===== src/logic/rmii_rx_config.svh =====
`ifndef RMII_RX_CONFIG_SVH
`define RMII_RX_CONFIG_SVH

// rmii receive bus, one dibit per refclk
`define RMII_DATA_WIDTH 2

// packed payload word toward the host side
`define RMII_WORD_WIDTH 32

// good-frame counter width
`define RMII_COUNT_WIDTH 14

// default station address, first octet in the top byte
`define RMII_STATION_MAC 48'h37_38_38_38_38_38

// broadcast destination
`define RMII_BROADCAST_MAC 48'hFFFF_FFFF_FFFF

// crc-32 remainder over frame plus fcs, normal bit order
`define RMII_CRC_RESIDUE 32'hC704DD7B

`endif


===== src/logic/rmii_rx_pkg.sv =====
`include "rmii_rx_config.svh"

package rmii_rx_pkg;

  // one rmii symbol
  typedef logic [`RMII_DATA_WIDTH-1:0] dibit_t;

  // dibit stream between stages
  // data only meaningful while valid is high
  // frame ends on the first cycle with valid low
  typedef struct packed {
    logic   valid;
    dibit_t data;
  } dibit_stream_t;

  // packed output word, valid pulses once per word
  // first payload byte sits in the top bits
  typedef struct packed {
    logic                        valid;
    logic [`RMII_WORD_WIDTH-1:0] data;
  } word_stream_t;

  // end-of-frame report from the crc checker
  // kill only meaningful while done is high
  typedef struct packed {
    logic done;
    logic kill;
  } frame_status_t;

endpackage


===== src/logic/preamble_strip.sv =====
`timescale 1ns/10ps

module preamble_strip (
  input  logic                       eth_refclk,
  input  logic                       arst_n,
  input  rmii_rx_pkg::dibit_t        rxd,
  input  logic                       crs_dv,
  output rmii_rx_pkg::dibit_stream_t strip_s
);
  import rmii_rx_pkg::*;

  // preamble octet 0x55 shows up as 01 on the wire
  localparam dibit_t pre_dibit = 2'b01;
  // last dibit of the 0xD5 delimiter
  localparam dibit_t sfd_dibit = 2'b11;

  typedef enum logic [1:0] {
    st_idle,
    st_preamble,
    st_data
  } state_t;

  state_t state_q;
  state_t state_d;

  // next state
  always_comb begin
    state_d = state_q;
    case (state_q)
      st_idle: begin
        // carrier may rise on 00 symbols, wait for real preamble
        if (crs_dv && rxd == pre_dibit) begin
          state_d = st_preamble;
        end
      end
      st_preamble: begin
        // carrier lost before delimiter, nothing emitted
        if (!crs_dv) begin
          state_d = st_idle;
        end else if (rxd == sfd_dibit) begin
          state_d = st_data;
        end
      end
      st_data: begin
        if (!crs_dv) begin
          state_d = st_idle;
        end
      end
      default: begin
        state_d = st_idle;
      end
    endcase
  end

  // state and registered frame output
  always_ff @(posedge eth_refclk or negedge arst_n) begin
    if (!arst_n) begin
      state_q <= st_idle;
      strip_s <= '0;
    end else begin
      state_q <= state_d;
      // one cycle behind rxd, drops one cycle after crs_dv
      strip_s.valid <= (state_q == st_data) && crs_dv;
      strip_s.data  <= rxd;
    end
  end

endmodule


===== src/logic/bit_reorder.sv =====
`timescale 1ns/10ps

module bit_reorder (
  input  logic                       eth_refclk,
  input  logic                       arst_n,
  input  rmii_rx_pkg::dibit_stream_t in_s,
  output rmii_rx_pkg::dibit_stream_t out_s
);
  import rmii_rx_pkg::*;

  // two byte buffers, lower three dibits only
  // top dibit goes out straight from the input
  dibit_t     byte_buf [2][3];
  logic       wr_sel;
  logic       rd_sel;
  logic [1:0] wr_cnt;
  logic [1:0] rd_cnt;
  // buffer holds a complete byte still being replayed
  logic [1:0] full;
  logic       byte_end;

  // fourth dibit of a byte on the input
  assign byte_end = in_s.valid && (wr_cnt == 2'd3);

  always_ff @(posedge eth_refclk) begin
    if (in_s.valid && !byte_end) begin
      byte_buf[wr_sel][wr_cnt] <= in_s.data;
    end
  end

  always_ff @(posedge eth_refclk or negedge arst_n) begin
    if (!arst_n) begin
      wr_sel <= 1'b0;
      rd_sel <= 1'b0;
      wr_cnt <= 2'd0;
      rd_cnt <= 2'd0;
      full   <= 2'b00;
      out_s  <= '0;
    end else begin
      out_s.valid <= 1'b0;
      // partial byte at frame end is dropped
      wr_cnt <= in_s.valid ? wr_cnt + 2'd1 : 2'd0;
      if (byte_end) begin
        // msb dibit leaves now, switch write side to other buffer
        wr_sel       <= ~wr_sel;
        rd_sel       <= wr_sel;
        rd_cnt       <= 2'd2;
        full[wr_sel] <= 1'b1;
        out_s.valid  <= 1'b1;
        out_s.data   <= in_s.data;
      end else if (full[rd_sel]) begin
        // replay remaining dibits from the top down
        out_s.valid <= 1'b1;
        out_s.data  <= byte_buf[rd_sel][rd_cnt];
        rd_cnt      <= rd_cnt - 2'd1;
        if (rd_cnt == 2'd0) begin
          full[rd_sel] <= 1'b0;
        end
      end
    end
  end

endmodule


===== src/logic/mac_filter.sv =====
`timescale 1ns/10ps
`include "rmii_rx_config.svh"

module mac_filter #(
  parameter logic [47:0] station_mac = `RMII_STATION_MAC
) (
  input  logic                       eth_refclk,
  input  logic                       arst_n,
  input  rmii_rx_pkg::dibit_stream_t in_s,
  output rmii_rx_pkg::dibit_stream_t out_s,
  output logic                       accept
);
  import rmii_rx_pkg::*;

  // destination address length, then both addresses
  localparam int dst_dibits = 24;
  localparam int hdr_dibits = 48;

  // addresses as dibit vectors, index 23 is the first on the wire
  localparam dibit_t [23:0] station_dibits = station_mac;
  localparam dibit_t [23:0] bcast_dibits   = `RMII_BROADCAST_MAC;

  // saturates at hdr_dibits for the payload
  logic   [5:0]  dib_cnt;
  logic   [4:0]  ref_idx;
  logic          st_run;
  logic          bc_run;
  logic          st_hit;
  logic          bc_hit;

  // reference dibit for the current position
  assign ref_idx = (dib_cnt < 6'(dst_dibits)) ? 5'(dst_dibits - 1 - int'(dib_cnt)) : 5'd0;

  // running match, restarted on the first dibit
  assign st_hit = (in_s.data == station_dibits[ref_idx]) && (dib_cnt == 6'd0 || st_run);
  assign bc_hit = (in_s.data == bcast_dibits[ref_idx]) && (dib_cnt == 6'd0 || bc_run);

  always_ff @(posedge eth_refclk or negedge arst_n) begin
    if (!arst_n) begin
      dib_cnt <= 6'd0;
      st_run  <= 1'b0;
      bc_run  <= 1'b0;
      accept  <= 1'b0;
      out_s   <= '0;
    end else begin
      // addresses never leave, payload only for a matching frame
      out_s.valid <= in_s.valid && (dib_cnt == 6'(hdr_dibits)) && accept;
      out_s.data  <= in_s.data;
      if (!in_s.valid) begin
        dib_cnt <= 6'd0;
      end else begin
        if (dib_cnt != 6'(hdr_dibits)) begin
          dib_cnt <= dib_cnt + 6'd1;
        end
        if (dib_cnt < 6'(dst_dibits)) begin
          st_run <= st_hit;
          bc_run <= bc_hit;
        end
        // decision on the last destination dibit, held to next frame
        if (dib_cnt == 6'(dst_dibits - 1)) begin
          accept <= st_hit || bc_hit;
        end
      end
    end
  end

endmodule


===== src/logic/word_pack.sv =====
`timescale 1ns/10ps
`include "rmii_rx_config.svh"

module word_pack (
  input  logic                       eth_refclk,
  input  logic                       arst_n,
  input  rmii_rx_pkg::dibit_stream_t in_s,
  output rmii_rx_pkg::word_stream_t  word_out
);

  // msb-first dibits shift in from the bottom
  logic [`RMII_WORD_WIDTH-1:0] shreg;
  // dibit position inside the current word
  logic [3:0]                  pos_cnt;
  logic                        word_vld;

  // shreg holds the full word in the pulse cycle
  assign word_out = '{valid: word_vld, data: shreg};

  always_ff @(posedge eth_refclk) begin
    if (in_s.valid) begin
      shreg <= {shreg[`RMII_WORD_WIDTH-`RMII_DATA_WIDTH-1:0], in_s.data};
    end
  end

  always_ff @(posedge eth_refclk or negedge arst_n) begin
    if (!arst_n) begin
      pos_cnt  <= 4'd0;
      word_vld <= 1'b0;
    end else begin
      // sixteenth dibit completes the word
      word_vld <= in_s.valid && (pos_cnt == 4'hf);
      // leftover dibits dropped at frame end
      if (in_s.valid) begin
        pos_cnt <= pos_cnt + 4'd1;
      end else begin
        pos_cnt <= 4'd0;
      end
    end
  end

endmodule


===== src/logic/frame_check.sv =====
`timescale 1ns/10ps
`include "rmii_rx_config.svh"

module frame_check (
  input  logic                                eth_refclk,
  input  logic                                arst_n,
  input  rmii_rx_pkg::dibit_stream_t          in_s,
  input  logic                                accept,
  output rmii_rx_pkg::frame_status_t          status,
  output logic [`RMII_COUNT_WIDTH-1:0]        good_count
);
  import rmii_rx_pkg::*;

  // 04C11DB7 bit-reversed, for the lsb-first register
  localparam logic [31:0] crc_poly_rev = 32'hEDB88320;
  localparam logic [31:0] crc_preset   = 32'hFFFF_FFFF;

  // one refclk worth of crc, bit 0 is first on the wire
  function automatic logic [31:0] crc_step(input logic [31:0] crc, input dibit_t d);
    logic [31:0] c;
    c = crc;
    for (int i = 0; i < `RMII_DATA_WIDTH; i++) begin
      if (c[0] ^ d[i]) begin
        c = (c >> 1) ^ crc_poly_rev;
      end else begin
        c = c >> 1;
      end
    end
    return c;
  endfunction

  logic [31:0] crc_q;
  // register in normal bit order for the residue compare
  logic [31:0] crc_norm;
  logic        in_vld_q;
  logic        frame_end;
  logic        crc_bad;

  // first idle cycle after a frame
  assign frame_end = in_vld_q && !in_s.valid;
  assign crc_norm  = {<<{crc_q}};
  // fcs included, so a good frame leaves the fixed residue
  assign crc_bad   = (crc_norm != `RMII_CRC_RESIDUE);

  always_ff @(posedge eth_refclk or negedge arst_n) begin
    if (!arst_n) begin
      crc_q      <= crc_preset;
      in_vld_q   <= 1'b0;
      status     <= '0;
      good_count <= '0;
    end else begin
      in_vld_q    <= in_s.valid;
      status.done <= frame_end;
      // preset again between frames
      if (in_s.valid) begin
        crc_q <= crc_step(crc_q, in_s.data);
      end else begin
        crc_q <= crc_preset;
      end
      if (frame_end) begin
        // kill holds until the next frame ends
        status.kill <= crc_bad;
        // accept was settled early in the address field
        if (accept && !crc_bad) begin
          good_count <= good_count + (`RMII_COUNT_WIDTH)'(1);
        end
      end
    end
  end

endmodule


===== src/logic/rmii_rx_top.sv =====
`timescale 1ns/10ps
`include "rmii_rx_config.svh"

module rmii_rx_top (
  input  logic                               eth_refclk,
  input  logic                               arst_n,
  input  rmii_rx_pkg::dibit_t                rxd,
  input  logic                               crs_dv,
  output rmii_rx_pkg::word_stream_t          word_out,
  output rmii_rx_pkg::frame_status_t         status,
  output logic [`RMII_COUNT_WIDTH-1:0]       good_count
);
  import rmii_rx_pkg::*;

  // raw frame dibits, lsb-first, preamble gone
  dibit_stream_t strip_s;
  // msb-first dibits, four cycles later
  dibit_stream_t order_s;
  // payload of frames for this station only
  dibit_stream_t filt_s;
  // destination match for the current frame
  logic          accept;

  preamble_strip preamble_strip_i (
    .eth_refclk (eth_refclk),
    .arst_n     (arst_n),
    .rxd        (rxd),
    .crs_dv     (crs_dv),
    .strip_s    (strip_s)
  );

  bit_reorder bit_reorder_i (
    .eth_refclk (eth_refclk),
    .arst_n     (arst_n),
    .in_s       (strip_s),
    .out_s      (order_s)
  );

  mac_filter mac_filter_i (
    .eth_refclk (eth_refclk),
    .arst_n     (arst_n),
    .in_s       (order_s),
    .out_s      (filt_s),
    .accept     (accept)
  );

  word_pack word_pack_i (
    .eth_refclk (eth_refclk),
    .arst_n     (arst_n),
    .in_s       (filt_s),
    .word_out   (word_out)
  );

  // crc runs on the wire order, tapped before the reorder
  frame_check frame_check_i (
    .eth_refclk (eth_refclk),
    .arst_n     (arst_n),
    .in_s       (strip_s),
    .accept     (accept),
    .status     (status),
    .good_count (good_count)
  );

endmodule


===== config.mk =====
export PLATFORM = sky130hd
export DESIGN_NAME = rmii_rx_top
export DESIGN_NICKNAME = d
export VERILOG_FILES = /design/src/logic/rmii_rx_pkg.sv /design/src/logic/preamble_strip.sv /design/src/logic/bit_reorder.sv /design/src/logic/mac_filter.sv /design/src/logic/word_pack.sv /design/src/logic/frame_check.sv /design/src/logic/rmii_rx_top.sv
export VERILOG_INCLUDE_DIRS = /design/src /design/src/logic
export SDC_FILE = /design/constraint.sdc
export NUM_CORES = 1
export LEC_CHECK = 0
export BUFFER_PORTS_ARGS = -buffer_cell sky130_fd_sc_hd__buf_4
export CORE_MARGIN = 4
export CORE_UTILIZATION = 58
export DETAILED_ROUTE_END_ITERATION = 8
export PLACE_DENSITY = 0.79
export SKIP_CTS_REPAIR_TIMING = 1
export SYNTH_ARGS = -nofsm -noshare
export SYNTH_HDL_FRONTEND = slang
export SYNTH_SLANG_ARGS = --single-unit

===== constraint.sdc =====
create_clock -name eth_refclk -period 2.2 [get_ports eth_refclk]
set_input_delay 0.22 -clock eth_refclk [delete_from_list [all_inputs] [get_ports eth_refclk]]
set_output_delay 0.22 -clock eth_refclk [all_outputs]
set_load 0.03 [all_outputs]

==> impl_metrics.env, run 1 <==
export IMPL_placed_cells=543
export IMPL_die_area_sq_um=10600
export IMPL_clk_latency_ps=520
export IMPL_synth_top_area_cell="edfxtp_1"
export IMPL_clockBufferDepth=2
export IMPL_htree_levels=4
export IMPL_period_share=0.875
export IMPL_ys_ff_latch=126
export IMPL_drtIter0Drc=164
export IMPL_grt_pass1_wl_um=15400
export IMPL_post_route_min_period_ps=1930
export IMPL_relSlewSlack=0.632
export IMPL_finalNonFillerCells=579
export IMPL_ant_nets=0
export IMPL_skew_ps=8.21
export IMPL_area_growth_syn_to_layout_pct=21.1
export IMPL_seq_area_frac_synth=0.650
export IMPL_synth_edff_count=44
export IMPL_gp_congestion=0.825
export IMPL_slew_viol_final=0
export IMPL_end_kind="flip-flop"
export IMPL_final_common_cell="buf_4"
export IMPL_hpwl_um=6210
export IMPL_ys_flop_type="dfrtp_1"
export IMPL_required_ps=2600
export IMPL_synth_warnings=0
export IMPL_r2r_start="frame_check_i.crc_q[21]"
export IMPL_root_buffer="clkbuf_8"
export IMPL_syn_nets=407
export IMPL_place_area_sq_um=5770
export IMPL_hold_class="in2async"
export IMPL_syn_mean_instance_area_sq_um=13.4
export IMPL_syn_inst=392
export IMPL_reg2reg_depth=4
export IMPL_worstSetupStartpointType="flip-flop"
export IMPL_fin_ws_ps=275
export IMPL_criticalPathCategory="reg2reg"
export IMPL_port_buffers=53
export IMPL_worst_slew_pin_slew_ps=552
export IMPL_cts_tree="done"
export IMPL_fin_nets=473
export IMPL_routed_wl_um=9520
export IMPL_status="finished, final reports clean"
export IMPL_powerDensity_nw_per_um2=802
export IMPL_floorplan_initialDensity=0.599
export IMPL_coreArea_sq_um=8760
export IMPL_finalSetupViolCount=0
export IMPL_drv_cap=0
export IMPL_final_area_sq_um=6360
export IMPL_grt_max_degree=47
export IMPL_antenna_found_initial=0
export IMPL_rsz0062_at_grt="no"
export IMPL_grt_pass1_vias=3192
export IMPL_fillers=571
export IMPL_synth_top_cell_area_share=0.252
export IMPL_tns_ps=0
export IMPL_power_leakage_nw=2.70
export IMPL_die_height_um=103
export IMPL_rr_endpoint="frame_check_i.good_count[1]"
export IMPL_num_io_pins=54
export IMPL_dp_slack_ps=285
export IMPL_hold_violations=0
export IMPL_antenna_cells=0
export IMPL_path_clk_slew_ps=60
export IMPL_row_count=34
export IMPL_peakVddDrop_mv=0.463
export IMPL_r2r_setup_slack_ps=270
export IMPL_via_per_inst=5.56
export IMPL_drc=0
export IMPL_grt_overflow=0
export IMPL_firstDrtPassIters=4
export IMPL_post_drt_wl_per_cell_um=16.4
export IMPL_drive_gt1_frac=0.312
export IMPL_numCtsBuffers=17
export IMPL_synth_area_sq_um=5250
export IMPL_vias=3220
export IMPL_grt_use_total=0.192
export IMPL_synth_async_sr_flop_share=0.651
export IMPL_die_x_um=103
export IMPL_yosys_top_cells_area="edfxtp_1 (25%), dfrtp_1 (24%), dfstp_2 (16%), and2_1 (3.3%), ha_1 (2.4%)"
export IMPL_path_max_fanout=14
export IMPL_whs_ps=204
export IMPL_fmax_mhz=519
export IMPL_cts_num_sinks=126
export IMPL_cp_arrival_ps=2320
export IMPL_most_common_layout_cells="buf_4 (59), dfrtp_1 (50), edfxtp_1 (44)"
export IMPL_synth_distinct_cells=57
where the power goes:
| group | internal [mW] | total, mW | switching (mW) |
|---|---|---|---|
| clock network | 1.51 | 2.53 | 1.02 |
| registers | 2.44 | 2.45 | 0.0127 |
| logic | 0.0454 | 0.118 | 0.0725 |
| total | 4.00 | 5.10 | 1.11 |
through the flow:
stage / utilization / power [mW]
floorplan: - / 2.55
global placement: 0.659 / 2.61
detailed placement: 0.659 / 2.61
CTS: 0.721 / 5.15
global route: 0.726 / 5.28
finish: 0.726 / 5.10
state kept, by name, summed over array words and instances, names as in the netlist, 4 cells and up:
register and flops:
bit_reorder_i.byte_buf 12, frame_check_i.crc_q 32, frame_check_i.good_count 14, mac_filter_i.dib_cnt 6, word_pack_i.pos_cnt 4, word_pack_i.shreg 32
cell families after synthesis:
logic type	count (synthesis)	synth area share
simple gates	150	0.178
mux	9	0.0231
xor+xnor	30	0.0543
buf+inv	27	0.0219
compound gates	40	0.0484
fa+ha+maj	10	0.0238
flops	126	0.650
Yosys cell counts (all sizes together) (3+ instances only):
cell type / n
a31oi: 3
edfxtp: 44
nand2b: 12
inv: 10
and4: 5
xor2: 17
nand3: 13
nor2b: 8
and3: 3
buf: 6
xnor2: 13
nor2: 20
dfrtp: 50
mux2: 5
dfstp: 32
nor4: 12
nand4: 8
and4bb: 5
ha: 10
nand2: 20
a21oi: 5
nor4b: 3
o21ai: 19
and2: 29
clkbuf: 11
area by class of cell:
class,count,area [sq um],area share
clock inverters,12,82.6,0.0130
multi-input cells,239,1720,0.271
clock buffers,20,467,0.0734
inverters,10,37.5,0.00590
well taps,108,135,0.0212
repair buffers,64,503,0.0791
flip-flops and latches,126,3410,0.537
worst max-delay path: stages, from the launching register on:
cell and delay [ps]:
dfstp_2 540, and4bb_2 270, nand4_4 240, nor4_2 390, mux2_2 370
worst max path at each step:
| stage | cells past startpoint | startpoint | end |
|---|---|---|---|
| 2_1_floorplan | 4 | frame_check_i.crc_q[21] | frame_check_i.good_count[1] |
| 3_3_place_gp | 4 | frame_check_i.crc_q[25] | frame_check_i.good_count[1] |
| 3_5_place_dp | 4 | frame_check_i.crc_q[21] | frame_check_i.good_count[1] |
| 4_1_cts | 4 | frame_check_i.crc_q[21] | frame_check_i.good_count[1] |
| 5_1_grt | 6 | mac_filter_i.dib_cnt[0] | mac_filter_i.accept |
| 6_report | 4 | frame_check_i.crc_q[21] | frame_check_i.good_count[1] |
metal layers:
layer,GRT usage,vias up,routed length [um]
li1,-,1535,-
met1,0.247,1583,4220
met2,0.308,92,4720
met3,0.0616,10,511
met4,0.0667,0,80
met5,0,-,0
(Power assumes the default switching activity.)
==> inputs of run 2 (changes only) <==
- CORE_UTILIZATION: 58 -> 53
- PLACE_DENSITY: 0.79 -> 0.76
- clock period: 2.2 -> 1.6 ns (I/O delays scaled with it)
==> run 2 against run 1 <==
Net effect:
- the run now ends with negative setup slack left
- design area increased by 9.9%
- core utilization decreased by 0.76 points
- power increased by 49%
- wire length increased by 12%
- maximum frequency increased by 9.0%
- global-route usage increased by 0.62 points
- count of clock-buffer cells in the layout decreased by 3
- critical path depth increased by 1
- register-to-register slack got worse by 440 ps
- critical path type unchanged
- die area increased by 8.7%
==> impl_metrics.env, run 2 (synthesis gave the netlist of run 1 again) <==
export IMPL_reg2reg_depth=5
export IMPL_finalNonFillerCells=643
export IMPL_path_cells="and4bb_2 -> nand3_4 -> buf_4 -> nor4_1 -> xor2_1"
export IMPL_end_kind="flip-flop"
export IMPL_die_area_sq_um=11600
export IMPL_powerDensity_nw_per_um2=1090
export IMPL_die_height_um=108
export IMPL_htree_levels=4
export IMPL_cp_top_family="simple AND/OR/NAND/NOR gates"
export IMPL_clockBufferDepth=2
export IMPL_path_max_fanout=8
export IMPL_p_int_mw=6.08
export IMPL_period_share=1.10
export IMPL_antenna_found_initial=0
export IMPL_firstDrtPassIters=4
export IMPL_cp_slowest_cell="dfstp_2"
export IMPL_power_leakage_nw=2.97
export IMPL_drive_gt1_frac=0.406
export IMPL_path_buf_inv=1
export IMPL_rr_endpoint="frame_check_i.good_count[5]"
export IMPL_row_count=36
export IMPL_cts_num_sinks=126
export IMPL_gp_congestion=0.819
export IMPL_vias=3393
export IMPL_total_power_mw=7.59
export IMPL_fillers=639
export IMPL_place_area_sq_um=6130
export IMPL_worst_slew_pin_slew_ps=446
export IMPL_final_area_sq_um=6990
export IMPL_clockPowerShare=0.531
export IMPL_rsz0062_at_grt="yes"
export IMPL_grt_pass1_wl_um=17500
export IMPL_cts_tree="done"
export IMPL_area_growth_syn_to_layout_pct=33.1
export IMPL_hold_class="in2async"
export IMPL_die_x_um=108
export IMPL_fmax_mhz=566
export IMPL_grt_use_total=0.198
export IMPL_path_clk_slew_ps=60
export IMPL_violations="negative setup slack"
export IMPL_fin_ws_ps=-167
export IMPL_drv_cap=0
export IMPL_drtIter0Drc=229
export IMPL_worstSetupStartpointType="flip-flop"
export IMPL_status="complete, but fails checks"
export IMPL_switching_share=0.198
export IMPL_drc=0
export IMPL_coreArea_sq_um=9730
export IMPL_finalSetupViolCount=16
export IMPL_fin_util=0.718
export IMPL_numCtsBuffers=17
export IMPL_hpwl_um=6830
export IMPL_fin_nets=512
export IMPL_via_per_inst=5.28
export IMPL_skew_ps=5.22
export IMPL_hold_violations=0
export IMPL_grt_pass1_vias=3601
export IMPL_r2r_setup_slack_ps=-170
export IMPL_startpoint="frame_check_i.crc_q[30]"
export IMPL_required_ps=2000
export IMPL_peakVddDrop_mv=0.913
export IMPL_most_common_layout_cells="buf_4 (93), dfrtp_1 (47), edfxtp_1 (44)"
export IMPL_antenna_cells=0
export IMPL_grt_max_degree=35
export IMPL_root_buffer="clkbuf_8"
export IMPL_relSlewSlack=0.703
export IMPL_seq_power_share=0.444
export IMPL_p_sw_mw=1.50
export IMPL_routed_wl_um=10700
export IMPL_placed_cells=604
export IMPL_r2r_start="frame_check_i.crc_q[30]"
export IMPL_port_buffers=53
export IMPL_cp_arrival_ps=2170
export IMPL_combPwrFrac=0.024
export IMPL_post_route_min_period_ps=1770
export IMPL_num_io_pins=54
export IMPL_final_common_cell="buf_4"
export IMPL_seq_area_sq_um=3420
export IMPL_cpPeakStageDelay_ps=530
export IMPL_criticalPathCategory="reg2reg"
export IMPL_clk_latency_ps=540
export IMPL_multi_input_area_sq_um=1920
export IMPL_post_drt_wl_per_cell_um=16.7
export IMPL_grt_overflow=0
export IMPL_floorplan_initialDensity=0.540
export IMPL_ant_nets=0
export IMPL_slew_viol_final=0
export IMPL_top_regs="frame_check_i.crc_q x32, word_pack_i.shreg x32, frame_check_i.good_count x14"
-- run 2: cell count changes in the layout (fill, tap and decap cells not counted), sizes merged --
cell | previous run | this run
buf | 60 | 99
bufinv | 0 | 5
clkbuf | 20 | 17
clkinv | 8 | 9
inv | 14 | 10
clkinvlp | 0 | 1
-- run 2: power by group through the flow --
| stage | combinational, mW | sequential, mW | clock [mW] |
|---|---|---|---|
| 6_report | 0.184 | 3.37 | 4.03 |
| 5_1_grt | 0.208 | 3.37 | 4.23 |
| 4_1_cts | 0.176 | 3.37 | 4.06 |
| 3_5_place_dp | 0.173 | 3.43 | 0 |
| 3_3_place_gp | 0.168 | 3.43 | 0 |
| 2_1_floorplan | 0.0667 | 3.43 | 0 |
-- run 2: final cells by class --
type                            count  area share
Inverter                           10     0.00537
Clock buffer                       17      0.0593
Timing Repair Buffer              103       0.119
Tap cell                          133      0.0238
Multi-Input combinational cell    239       0.275
Clock inverter                     15      0.0286
Sequential cell                   126       0.489
-- run 2: metrics by stage --
stage	setup slack [ps]	hold WS, ps	setup TNS [ps]
floorplan	-30.2	-136	-114
global placement	-76.9	141	-533
detailed placement	-118	144	-1270
CTS	-196	-425	-1740
global route	-274	164	-2310
finish	-167	129	-1020
-- run 2: layer usage --
layer  vias up  wire length [um]  global-route usage
li1       1605                 -                   -
met1      1687              4530               0.251
met2        83              5470               0.317
met3        18               536              0.0558
met4         0               170              0.0893
met5         -                 0                   0
-- run 2: worst max path at each step --
stage	end	slack [ps]	cells past startpoint
6_report	frame_check_i.good_count[5]	-170	5
3_3_place_gp	frame_check_i.good_count[13]	-80	4
3_5_place_dp	frame_check_i.good_count[1]	-120	4
2_1_floorplan	frame_check_i.good_count[1]	-30	4
4_1_cts	frame_check_i.good_count[2]	-200	4
5_1_grt	frame_check_i.good_count[5]	-270	5
==> inputs of run 3 (changes only) <==
- CORE_UTILIZATION: 53 -> 58
- PLACE_DENSITY: 0.76 -> 0.79
- clock period: 1.6 -> 1.7 ns (I/O delays scaled with it)
==> run 3 against run 2 <==
Net effect:
- the run still ends with negative setup slack left
- non-clock buffer count shrank 10
- wire length increased by 3.7%
- sequential power shrank 5.9%
- clock power shrank 14%
- power decreased by 10%
- clock skew up 0.59 ps
- maximum frequency increased by 0.95%
- register-to-register slack improved by 120 ps
- count of clock-buffer cells in the layout rose by 5
- final cell count is 5.4% lower
- sequential share of layout area grew 0.85 points
- critical path type unchanged
- highest routed layer unchanged
==> impl_metrics.env, run 3 (synthesis gave the netlist of run 1 again) <==
export IMPL_status="complete, but fails checks"
export IMPL_violations="negative setup slack"
export IMPL_grt_pass1_vias=3418
export IMPL_drv_cap=0
export IMPL_slew_viol_final=0
export IMPL_path_max_fanout=13
export IMPL_powerDensity_nw_per_um2=990
export IMPL_hold_class="in2async"
export IMPL_r2r_setup_slack_ps=-50
export IMPL_post_drt_wl_per_cell_um=18.3
export IMPL_tns_ps=-255
export IMPL_relSlewSlack=0.710
export IMPL_peakVddDrop_mv=0.931
export IMPL_cp_arrival_ps=2190
export IMPL_root_buffer="clkbuf_8"
export IMPL_drc=0
export IMPL_vias=3483
export IMPL_rr_endpoint="frame_check_i.good_count[11]"
export IMPL_cts_num_sinks=126
export IMPL_area_growth_syn_to_layout_pct=30.7
export IMPL_coreArea_sq_um=8760
export IMPL_port_buffers=53
export IMPL_most_common_layout_cells="buf_4 (83), dfrtp_1 (49), edfxtp_1 (44)"
export IMPL_path_clk_slew_ps=60
export IMPL_place_area_sq_um=5990
export IMPL_final_common_cell="buf_4"
export IMPL_clk_latency_ps=520
export IMPL_via_per_inst=5.73
export IMPL_worstSetupStartpointType="flip-flop"
export IMPL_grt_use_total=0.213
export IMPL_die_area_sq_um=10600
export IMPL_skew_ps=5.81
export IMPL_hold_violations=0
export IMPL_die_height_um=103
export IMPL_fin_nets=502
export IMPL_drtIter0Drc=172
export IMPL_total_power_mw=6.80
export IMPL_finalSetupViolCount=9
export IMPL_fin_ws_ps=-50.3
export IMPL_row_count=34
export IMPL_final_area_sq_um=6860
export IMPL_seq_power_share=0.467
export IMPL_p_sw_mw=1.46
export IMPL_num_io_pins=54
export IMPL_reg2reg_depth=5
export IMPL_worst_slew_pin_slew_ps=435
export IMPL_drive_gt1_frac=0.396
export IMPL_cts_tree="done"
export IMPL_combPwrFrac=0.026
export IMPL_grt_pass1_wl_um=17000
export IMPL_antenna_found_initial=0
export IMPL_htree_levels=4
export IMPL_die_x_um=103
export IMPL_top_regs="frame_check_i.crc_q x32, word_pack_i.shreg x32, frame_check_i.good_count x14"
export IMPL_cp_endpoint="frame_check_i.good_count[11]"
export IMPL_switching_share=0.216
export IMPL_hpwl_um=6850
export IMPL_routed_wl_um=11100
export IMPL_rsz0062_at_grt="yes"
export IMPL_clockPowerShare=0.507
export IMPL_startpoint="frame_check_i.crc_q[25]"
export IMPL_numCtsBuffers=17
export IMPL_power_leakage_nw=3.02
export IMPL_required_ps=2140
export IMPL_gp_congestion=0.809
export IMPL_r2r_start="frame_check_i.crc_q[25]"
export IMPL_grt_overflow=0
export IMPL_end_kind="flip-flop"
export IMPL_p_int_mw=5.33
export IMPL_floorplan_initialDensity=0.599
export IMPL_firstDrtPassIters=4
export IMPL_antenna_cells=0
export IMPL_fmax_mhz=571
export IMPL_post_route_min_period_ps=1750
export IMPL_period_share=1.03
export IMPL_criticalPathCategory="reg2reg"
export IMPL_grt_max_degree=83
export IMPL_ant_nets=0
export IMPL_clockBufferDepth=2
run 3: changes by cell type in the layout (fill, tap and decap cells not counted), moves of 3 or more:
cell	before	now
nor4_4	2	7
buf_4	93	83
clkinv_4	0	3
nor4_1	4	0
clkinv_2	7	3
clkbuf_16	16	19
bufinv_16	5	0
run 3: worst min-delay path by stage:
stage                 from                      to  slack (ps)
finish              arst_n   bit_reorder_i.full[1]         210
global route        arst_n   bit_reorder_i.full[1]         240
CTS                 arst_n  frame_check_i.in_vld_q        -320
detailed placement  arst_n    bit_reorder_i.wr_sel         230
global placement    arst_n    bit_reorder_i.wr_sel         230
floorplan           arst_n   bit_reorder_i.full[0]        -130
run 3: layout make-up:
| cell class | instances | area, sq um |
|---|---|---|
| clock buffer | 22 | 507 |
| clock inverter | 10 | 71.3 |
| fill | 498 | 1900 |
| inverter | 10 | 37.5 |
| multi-input combinational | 239 | 1940 |
| sequential | 126 | 3410 |
| tap | 108 | 135 |
| timing repair buffer | 93 | 761 |
run 3: worst max-delay path, stage by stage (launching register included):
cell      delay (ps)
dfstp_2          540
and4bb_2         270
nand4_4          140
buf_8            200
nor4_2           320
xor2_1           190
run 3: routing by layer:
metal | GRT usage | part of all wire | vias up
met5 | 0 | 0 | -
met4 | 0.0867 | 0.017 | 0
met3 | 0.0609 | 0.051 | 22
met2 | 0.353 | 0.52 | 96
met1 | 0.264 | 0.41 | 1770
li1 | - | - | 1595
run 3: metrics by stage:
stage | utilization | std cells | hold slack, ps | setup slack [ps]
final | 0.783 | 608 | 213 | -50.3
after global routing | 0.783 | 608 | 237 | -127
after CTS | 0.749 | 599 | -322 | -176
after detailed placement | 0.683 | 567 | 227 | -171
after global placement | 0.683 | 567 | 226 | -16.8
after floorplan | - | 392 | -126 | 18.5
run 3: power by group through the flow:
stage / combinational, mW / sequential [mW] / clock [mW]
global placement: 0.162 / 3.22 / 0
detailed placement: 0.166 / 3.23 / 0
global route: 0.195 / 3.17 / 3.65
floorplan: 0.0627 / 3.23 / 0
CTS: 0.167 / 3.17 / 3.47
finish: 0.176 / 3.17 / 3.45
